==> config.mk <==
export PLATFORM = sky130hd
export DESIGN_NAME = riscv_dpu
export DESIGN_NICKNAME = d
export VERILOG_FILES = /design/src/hdl/rv_isa_pkg.sv /design/src/hdl/dpu_pkg.sv /design/src/hdl/dispatch_reg.sv /design/src/hdl/pipe_control.sv /design/src/hdl/operand_path.sv /design/src/hdl/unit_steer.sv /design/src/hdl/riscv_dpu.sv
export SDC_FILE = /design/constraint.sdc
export NUM_CORES = 1
export LEC_CHECK = 0
export BUFFER_PORTS_ARGS = -buffer_cell sky130_fd_sc_hd__buf_4
export CORE_AREA = 2 2 635 637
export DETAILED_ROUTE_END_ITERATION = 16
export DIE_AREA = 0 0 637 639
export PLACE_DENSITY_LB_ADDON = 0.12
export RECOVER_POWER = 100
export SLEW_MARGIN = 20
export SYNTH_ARGS = -nofsm -noshare
export SYNTH_HDL_FRONTEND = slang
export SYNTH_SLANG_ARGS = --single-unit
==> constraint.sdc <==
create_clock -name clk -period 12.8 [get_ports clk]
set_clock_uncertainty 0.1 [all_clocks]
set_input_delay 0.64 -clock clk [delete_from_list [all_inputs] [get_ports clk]]
set_output_delay 0.64 -clock clk [all_outputs]
set_load 0.02 [all_outputs]
==> src/hdl/rv_isa_pkg.sv <==
package rv_isa_pkg;

  localparam int XLEN      = 32;
  localparam int NUM_REGS  = 32;
  localparam int REG_IDX_W = $clog2(NUM_REGS);

  typedef logic [XLEN-1:0]      word_t;
  typedef logic [REG_IDX_W-1:0] reg_idx_t;     // Index zero is x0 and never hazards.
  typedef word_t [NUM_REGS-1:0] reg_file_t;

  typedef enum logic [5:0] {
    op_lui, op_auipc,
    op_jal, op_jalr,
    op_beq, op_bne, op_blt, op_bge, op_bltu, op_bgeu,
    op_lb, op_lh, op_lw, op_lbu, op_lhu,
    op_sb, op_sh, op_sw,
    op_addi, op_slti, op_sltiu, op_xori, op_ori, op_andi,
    op_slli, op_srli, op_srai,
    op_add, op_sub, op_sll, op_slt, op_sltu,
    op_xor, op_srl, op_sra, op_or, op_and,
    op_fence, op_fence_i, op_ecall,
    op_csrrw, op_csrrs, op_csrrc,
    op_csrrwi, op_csrrsi, op_csrrci,
    op_ebreak,
    op_mul, op_mulh, op_mulhsu, op_mulhu,
    op_div, op_divu, op_rem, op_remu,
    op_trap                                    // Decode could not make sense of the word.
  } op_e;

endpackage

==> src/hdl/dpu_pkg.sv <==
package dpu_pkg;

  localparam int NUM_UNITS   = 6;
  localparam int NUM_TRACKED = 7;
  localparam int EXU_IDX     = NUM_TRACKED - 1; // Last tracked entry is the execute stage.

  // Encoding doubles as the bit position in unit_vld_t.
  typedef enum logic [2:0] {
    alu,
    mpu,
    dvu,
    lsu,
    csu,
    bru,
    none
  } unit_e;

  typedef logic [NUM_UNITS-1:0] unit_vld_t;

  typedef struct packed {
    logic                 vld;
    rv_isa_pkg::reg_idx_t rs1;
    rv_isa_pkg::reg_idx_t rs2;
    rv_isa_pkg::reg_idx_t rd;
  } reg_use_t;

  typedef reg_use_t [NUM_TRACKED-1:0] reg_use_arr_t;

  typedef struct packed {
    rv_isa_pkg::op_e      op;
    rv_isa_pkg::word_t    inst;
    rv_isa_pkg::word_t    pc;
    rv_isa_pkg::word_t    imm;
    rv_isa_pkg::reg_idx_t rs1;
    rv_isa_pkg::reg_idx_t rs2;
    rv_isa_pkg::reg_idx_t rd;
    logic                 br_taken;
    rv_isa_pkg::word_t    br_pred_pc_next;
  } dispatch_inst_t;

  typedef struct packed {
    logic freeze;
    logic br_miss;
    logic trap;
  } exu_status_t;

  typedef struct packed {
    rv_isa_pkg::word_t pc_imm20;               // JAL target.
    rv_isa_pkg::word_t pc_imm12;               // Conditional branch target.
    rv_isa_pkg::word_t rs1_imm11;              // JALR target.
  } branch_targets_t;

endpackage

==> src/hdl/dispatch_reg.sv <==
`timescale 1ns/1ns

module dispatch_reg (
  input  logic                    clk,
  input  logic                    rst,
  input  logic                    idu_vld,
  input  dpu_pkg::dispatch_inst_t idu_inst,
  input  logic                    freeze,
  input  logic                    flush,
  output logic                    dpu_vld,
  output dpu_pkg::dispatch_inst_t dpu_inst
);

  logic hold;
  logic capture;

  assign hold    = dpu_vld & freeze;              // Slot is occupied and cannot move on.
  assign capture = idu_vld & ~hold;

  // Flush beats capture, so a new word arriving with a flush is dropped.
  always_ff @(posedge clk)
  begin
    if (rst)
      dpu_vld <= 1'b0;
    else if (flush)
      dpu_vld <= 1'b0;
    else
      dpu_vld <= capture | hold;
  end

  always_ff @(posedge clk)
  begin
    if (capture)
      dpu_inst <= idu_inst;
  end

endmodule

==> src/hdl/pipe_control.sv <==
`timescale 1ns/1ns

module pipe_control (
  input  logic                    dpu_vld,
  input  dpu_pkg::dispatch_inst_t dpu_inst,
  input  dpu_pkg::reg_use_arr_t   reg_use,
  input  dpu_pkg::exu_status_t    exu,
  output logic                    freeze,
  output logic                    flush
);

  logic [dpu_pkg::NUM_TRACKED-1:0] entry_hit;
  logic                            hazard;
  logic                            exu_vld;

  // True when a nonzero index appears anywhere in one tracked entry.
  function automatic logic idx_hit(
    input rv_isa_pkg::reg_idx_t idx,
    input dpu_pkg::reg_use_t    ent
  );
    return (idx != '0) && ((idx == ent.rs1) || (idx == ent.rs2) || (idx == ent.rd));
  endfunction

  always_comb
  begin
    for (int i = 0; i < dpu_pkg::NUM_TRACKED; i++)
    begin
      entry_hit[i] = reg_use[i].vld &&
                     (idx_hit(dpu_inst.rs1, reg_use[i]) ||
                      idx_hit(dpu_inst.rs2, reg_use[i]) ||
                      idx_hit(dpu_inst.rd,  reg_use[i]));
    end
  end

  assign hazard  = |entry_hit;
  assign exu_vld = reg_use[dpu_pkg::EXU_IDX].vld;

  assign freeze = (dpu_vld & hazard) | (exu_vld & exu.freeze);
  assign flush  = exu_vld & (exu.br_miss | exu.trap);  // Wrong path or trap kills the slot.

endmodule

==> src/hdl/operand_path.sv <==
`timescale 1ns/1ns

module operand_path (
  input  dpu_pkg::dispatch_inst_t  dpu_inst,
  input  rv_isa_pkg::reg_file_t    regs,
  output rv_isa_pkg::word_t        rs1_data,
  output rv_isa_pkg::word_t        rs2_data,
  output dpu_pkg::branch_targets_t targets
);

  rv_isa_pkg::word_t imm20_ext;
  rv_isa_pkg::word_t imm12_ext;
  rv_isa_pkg::word_t imm11_ext;
  rv_isa_pkg::word_t rs1_sum;

  assign rs1_data = regs[dpu_inst.rs1];
  assign rs2_data = regs[dpu_inst.rs2];

  assign imm20_ext = {{(rv_isa_pkg::XLEN-21){dpu_inst.imm[20]}}, dpu_inst.imm[20:0]};
  assign imm12_ext = {{(rv_isa_pkg::XLEN-13){dpu_inst.imm[12]}}, dpu_inst.imm[12:0]};
  assign imm11_ext = {{(rv_isa_pkg::XLEN-12){dpu_inst.imm[11]}}, dpu_inst.imm[11:0]};

  assign rs1_sum = rs1_data + imm11_ext;

  assign targets.pc_imm20  = dpu_inst.pc + imm20_ext;
  assign targets.pc_imm12  = dpu_inst.pc + imm12_ext;
  assign targets.rs1_imm11 = {rs1_sum[rv_isa_pkg::XLEN-1:1], 1'b0};  // JALR drops bit 0.

endmodule

==> src/hdl/unit_steer.sv <==
`timescale 1ns/1ns

module unit_steer (
  input  logic               dpu_vld,
  input  rv_isa_pkg::op_e    op,
  input  logic               freeze,
  input  logic               flush,
  output dpu_pkg::unit_vld_t unit_vld
);

  dpu_pkg::unit_e unit;
  logic           go;

  always_comb
  begin
    case (op)
      rv_isa_pkg::op_lui, rv_isa_pkg::op_auipc,
      rv_isa_pkg::op_addi, rv_isa_pkg::op_slti, rv_isa_pkg::op_sltiu,
      rv_isa_pkg::op_xori, rv_isa_pkg::op_ori, rv_isa_pkg::op_andi,
      rv_isa_pkg::op_slli, rv_isa_pkg::op_srli, rv_isa_pkg::op_srai,
      rv_isa_pkg::op_add, rv_isa_pkg::op_sub, rv_isa_pkg::op_sll,
      rv_isa_pkg::op_slt, rv_isa_pkg::op_sltu, rv_isa_pkg::op_xor,
      rv_isa_pkg::op_srl, rv_isa_pkg::op_sra, rv_isa_pkg::op_or, rv_isa_pkg::op_and,
      rv_isa_pkg::op_fence, rv_isa_pkg::op_fence_i,
      rv_isa_pkg::op_ecall, rv_isa_pkg::op_trap:
        unit = dpu_pkg::alu;                       // ALU also retires fences and traps.
      rv_isa_pkg::op_mul, rv_isa_pkg::op_mulh,
      rv_isa_pkg::op_mulhsu, rv_isa_pkg::op_mulhu:
        unit = dpu_pkg::mpu;
      rv_isa_pkg::op_div, rv_isa_pkg::op_divu,
      rv_isa_pkg::op_rem, rv_isa_pkg::op_remu:
        unit = dpu_pkg::dvu;
      rv_isa_pkg::op_lb, rv_isa_pkg::op_lh, rv_isa_pkg::op_lw,
      rv_isa_pkg::op_lbu, rv_isa_pkg::op_lhu,
      rv_isa_pkg::op_sb, rv_isa_pkg::op_sh, rv_isa_pkg::op_sw:
        unit = dpu_pkg::lsu;
      rv_isa_pkg::op_csrrw, rv_isa_pkg::op_csrrs, rv_isa_pkg::op_csrrc,
      rv_isa_pkg::op_csrrwi, rv_isa_pkg::op_csrrsi, rv_isa_pkg::op_csrrci:
        unit = dpu_pkg::csu;
      rv_isa_pkg::op_jal, rv_isa_pkg::op_jalr,
      rv_isa_pkg::op_beq, rv_isa_pkg::op_bne, rv_isa_pkg::op_blt,
      rv_isa_pkg::op_bge, rv_isa_pkg::op_bltu, rv_isa_pkg::op_bgeu:
        unit = dpu_pkg::bru;
      default:
        unit = dpu_pkg::none;                      // EBREAK is accepted but goes nowhere.
    endcase
  end

  assign go = dpu_vld & ~freeze & ~flush;

  always_comb
  begin
    unit_vld = '0;
    if (go && (unit != dpu_pkg::none))
      unit_vld[unit] = 1'b1;
  end

endmodule

==> src/hdl/riscv_dpu.sv <==
`timescale 1ns/1ns

module riscv_dpu (
  input  logic                     clk,
  input  logic                     rst,
  input  logic                     idu_vld,
  input  dpu_pkg::dispatch_inst_t  idu_inst,
  input  rv_isa_pkg::reg_file_t    regs,
  input  dpu_pkg::reg_use_arr_t    reg_use,
  input  dpu_pkg::exu_status_t     exu,
  output logic                     freeze,
  output logic                     dpu_vld,
  output dpu_pkg::dispatch_inst_t  dpu_inst,
  output dpu_pkg::unit_vld_t       unit_vld,
  output rv_isa_pkg::word_t        rs1_data,
  output rv_isa_pkg::word_t        rs2_data,
  output dpu_pkg::branch_targets_t targets
);

  logic flush;

  dispatch_reg u_dispatch_reg (
    .clk      (clk),
    .rst      (rst),
    .idu_vld  (idu_vld),
    .idu_inst (idu_inst),
    .freeze   (freeze),
    .flush    (flush),
    .dpu_vld  (dpu_vld),
    .dpu_inst (dpu_inst)
  );

  pipe_control u_pipe_control (
    .dpu_vld  (dpu_vld),
    .dpu_inst (dpu_inst),
    .reg_use  (reg_use),
    .exu      (exu),
    .freeze   (freeze),
    .flush    (flush)
  );

  operand_path u_operand_path (
    .dpu_inst (dpu_inst),
    .regs     (regs),
    .rs1_data (rs1_data),
    .rs2_data (rs2_data),
    .targets  (targets)
  );

  unit_steer u_unit_steer (
    .dpu_vld  (dpu_vld),
    .op       (dpu_inst.op),
    .freeze   (freeze),
    .flush    (flush),
    .unit_vld (unit_vld)
  );

endmodule

==> metrics list <==
* Min setup slack post-route: ~2.5 ns
- Vertical die dimension: roughly 640 um
* Power per unit of standard cell area: around 90 nW/um2
- In the routed layout, each cell is associated on average with a via count of 3.273.
- DP Wirelength: around 280,000 um
- Top library cells by usage in the layout, fill and taps aside: buf_4 (1,245), mux4_2 (637), clkbuf_1 (280), xnor2_1 (232), xor2_1 (156)
- In this run the worst path has a maximum fanout of between 100 and 150.
- The checks that failed: capacitance limit, slew limit.
* Cell depth of the worst flop-to-flop path: 10
- In the detailed route, the total length drawn on met3 is just over 20,000 um.
- By area the synthesized netlist is led by mux4_2 (51%), edfxtp_1 (16%), xnor2_1 (7.2%), xor2_1 (4.8%), ha_1 (3.6%).
* Yosys warnings: 0
- For this run, the post-layout net count is slightly below 5,000.
- The clock net in this run drives a total of ~150 sinks.
- The startpoint identified for the worst hold timing path is idu_inst[31].
* Fin Setup TNS: 0 ns
* GPL Wtd Cong: about 0.88
* Peak clock frequency supported by timing: approximately 97 MHz
* Number of global-route vias before repair: about 30,000
- Share of post-route cells with drive strength above 1: between 50% and 60%
* Cell variety after synth: 67
* Total routing resource utilization after global routing: between 10% and 20%
* Count of buffers from port buffering: 1,608
- Total nets after synthesis: about 3,500
- For this block, wires on met1 add up to around 120,000 um.
* Placement row count: 233
- Reported leakage power: about 0.016 uW
* Remaining number of nets flagged by the antenna check after routing: 0
- The synthesized design spends more area on one cell type than any other, namely mux4_2.
- After synthesis the cells add up to 28,310 um2.
- Clock tree synthesis inserted a total of 17 buffers.
- After detailed routing, the number of remaining DRC violations is 0.
- Reported max-cap violation count: 15
- Dividing the final minimum period by the clock period gives about four fifths.
* Worst hold path depth: 1
- Headroom to the max-slew limit came out at -153.7%.
- Of the synthesized area, sequential elements account for between 10% and 20%.
- Setup slack at placement: around 4.6 ns
- For this run the aggregate overflow at the end of global routing stands at 0.
- Total number of vias: 29,290
- Result of the run: finished, violations left
- Tracing the worst setup path back leads to its startpoint at u_dispatch_reg.dpu_inst[39].
- Data required time at the worst endpoint: about 12 ns
- Hold Path Class: primary input to register
- Setup violations remaining at the end of the flow were counted as 0.
* Hold Vio Cnt, Final: 0
* Total iterations of the first detailed-routing run: 5
- Effective utilization at floorplan: 7.063%
* Crit path kind: register to primary output
- TritonCTS built the clock tree.
- Synthesis produced 2,112 cells.
- At the pin with the least slew margin, the transition time is ~3.8 ns.
* Total core area: about 400,000 um2
- Hold repair after CTS inserted 0 buffers.
- Number of enable-type register cells in the synthesized netlist: 150
* Arrival time of data at the critical path endpoint: 9.57 ns
- Most common flop cell mapped by yosys: edfxtp_1
- The final layout contains routed wiring with a total length of 314,600 um.
- In the final routed layout, each cell accounts on average for 35.16 um.
- Final-report max-slew violation count: 420
* Footprint of the flip-flops and latches: around 4600 um2
* Share of the synthesized area in the top cell type: between 50 and 60%
* Horizontal die dimension: around 640 um
- Kind of end point of the critical path: primary output
- Clock insertion delay at the later pin of the skew report: between 0.5 and 0.6 ns
- Entering global routing, the biggest net connects 109 pins.
* Global-route wire length before repair: ~390,000 um
- After clock tree synthesis, the repair step resized 0 gates.
- Summed over all nets, wire length on met2 after detailed routing comes to between 150,000 and 200,000 um.
- Kind of start point of the critical path: register
- Synthesis-to-finish area growth: 63.77%
- The first routing iteration left ~2,100 violations.
* Fill cells: approximately 46,000
- Root buf cell: clkbuf_16
* Ports placed on the boundary: approximately 1,600
- Unrepaired setup endpoints after global routing: no
- Source of the worst register-to-register timing path: u_dispatch_reg.dpu_inst[39]
- Die area: roughly 410,000 um2
- Seq cells post-synth: around 150
* Combined area of the multi-input logic cells: roughly 23,000 um2
- Initial antenna violation count: between 150 and 200
- Counting along the longest clock path gives a buffer depth of 2.
- Leaving out fill and tap cells, the most frequent cell in the layout is buf_4.
- VDD sags by at most 0.1109 mV.
* Clock-pin slew on the worst setup and hold paths: 0.10 ns
- Averaged over all synthesized cells, the footprint is around 13 um2.
- Number of post-CTS setup repair buffers: 0
- The highest metal layer carrying signal wires in the routed design is met5.
* Fraction of registers with async set/reset: 0%
* Max H-tree Level: 4
- Final period demand of the worst path: about 10 ns
[registers in the layout (all words and copies together), names as in the netlist]
name and flops:
u_unit_steer.unit 3, u_dispatch_reg.dpu_inst 150, u_dispatch_reg.dpu_vld 1
[power by group]
| part | internal (uW) | leakage [uW] | total, uW | switching, uW |
|---|---|---|---|---|
| sequential | 606 | 0.00149 | 641 | 35.0 |
| combinational | 1150 | 0.0145 | 2950 | 1800 |
| clock | 272 | 0.000306 | 579 | 307 |
| total | 2020 | 0.0163 | 4170 | 2150 |
[per-stage QoR]
| stage | cell area, um2 | std cells | util [%] | power, uW | hold WS [ns] |
|---|---|---|---|---|---|
| after CTS | 47320 | 8898 | 11.80 | 4505 | 0.1160 |
| after floorplan | 28310 | 2112 | - | 2112 | 0.6368 |
| final | 46370 | 8948 | 11.57 | 4171 | 0.2072 |
| after detailed placement | 46680 | 8866 | 11.65 | 3890 | 0.6179 |
| after global routing | 46290 | 8917 | 11.55 | 4434 | 0.1532 |
| after global placement | 46680 | 8866 | 11.65 | 3899 | 0.6257 |
[cell usage after synthesis, types with 18 or more instances]
| master | number |
|---|---|
| a21o_1 | 24 |
| a21oi_1 | 67 |
| o21ai_0 | 38 |
| nor3_1 | 82 |
| edfxtp_1 | 150 |
| xnor2_1 | 232 |
| clkbuf_1 | 97 |
| inv_1 | 29 |
| buf_2 | 56 |
| nand2_1 | 35 |
| buf_4 | 18 |
| xor2_1 | 156 |
| nand3_1 | 78 |
| mux2_2 | 63 |
| nor2_1 | 50 |
| mux4_2 | 637 |
| ha_1 | 82 |
| buf_1 | 32 |
[cell type report]
type | count | share of cell area (%)
Sequential cell | 154 | 9.887
Clock buffer | 17 | 0.9175
Multi-Input combinational cell | 1725 | 48.95
Timing Repair Buffer | 1671 | 25.02
Inverter | 29 | 0.2348
Tap cell | 5287 | 14.27
Clock inverter | 15 | 0.4506
Antenna cell | 50 | 0.2698
[per-layer routing]
metal | vias up | global-route usage, %
li1 | 11930 | -
met1 | 15640 | 16.61
met2 | 1336 | 28.83
met3 | 310 | 3.576
met4 | 78 | 1.799
met5 | - | 0
[cells by family after synthesis]
family | count (synthesis) | share of synthesized area (%)
mux | 712 | 53.60
flops | 154 | 16.19
compound gates | 217 | 4.976
simple gates | 322 | 5.771
fa+ha+maj | 84 | 3.765
xor+xnor | 389 | 12.08
buf+inv | 233 | 3.602
other cells | 1 | 0.01324
[path summary, 6_finish.rpt]
kind	endpoint	slack (ns)
max	rs2_data[16]	2.49
min	u_dispatch_reg.dpu_inst[31]	0.21
max reg2reg	u_dispatch_reg.dpu_inst[30]	2.72
min reg2reg	u_dispatch_reg.dpu_vld	0.61
[critical path, cell delays in order, from the launching register on]
cell and delay [ns]:
edfxtp_1 0.32, clkbuf_1 2.58, buf_4 0.90, buf_12 0.53
buf_4 0.79, clkbuf_1 1.68, mux4_2 0.61, mux4_2 0.65
mux2_2 0.33, buf_4 0.20
Power figures use the tool's default switching activity.
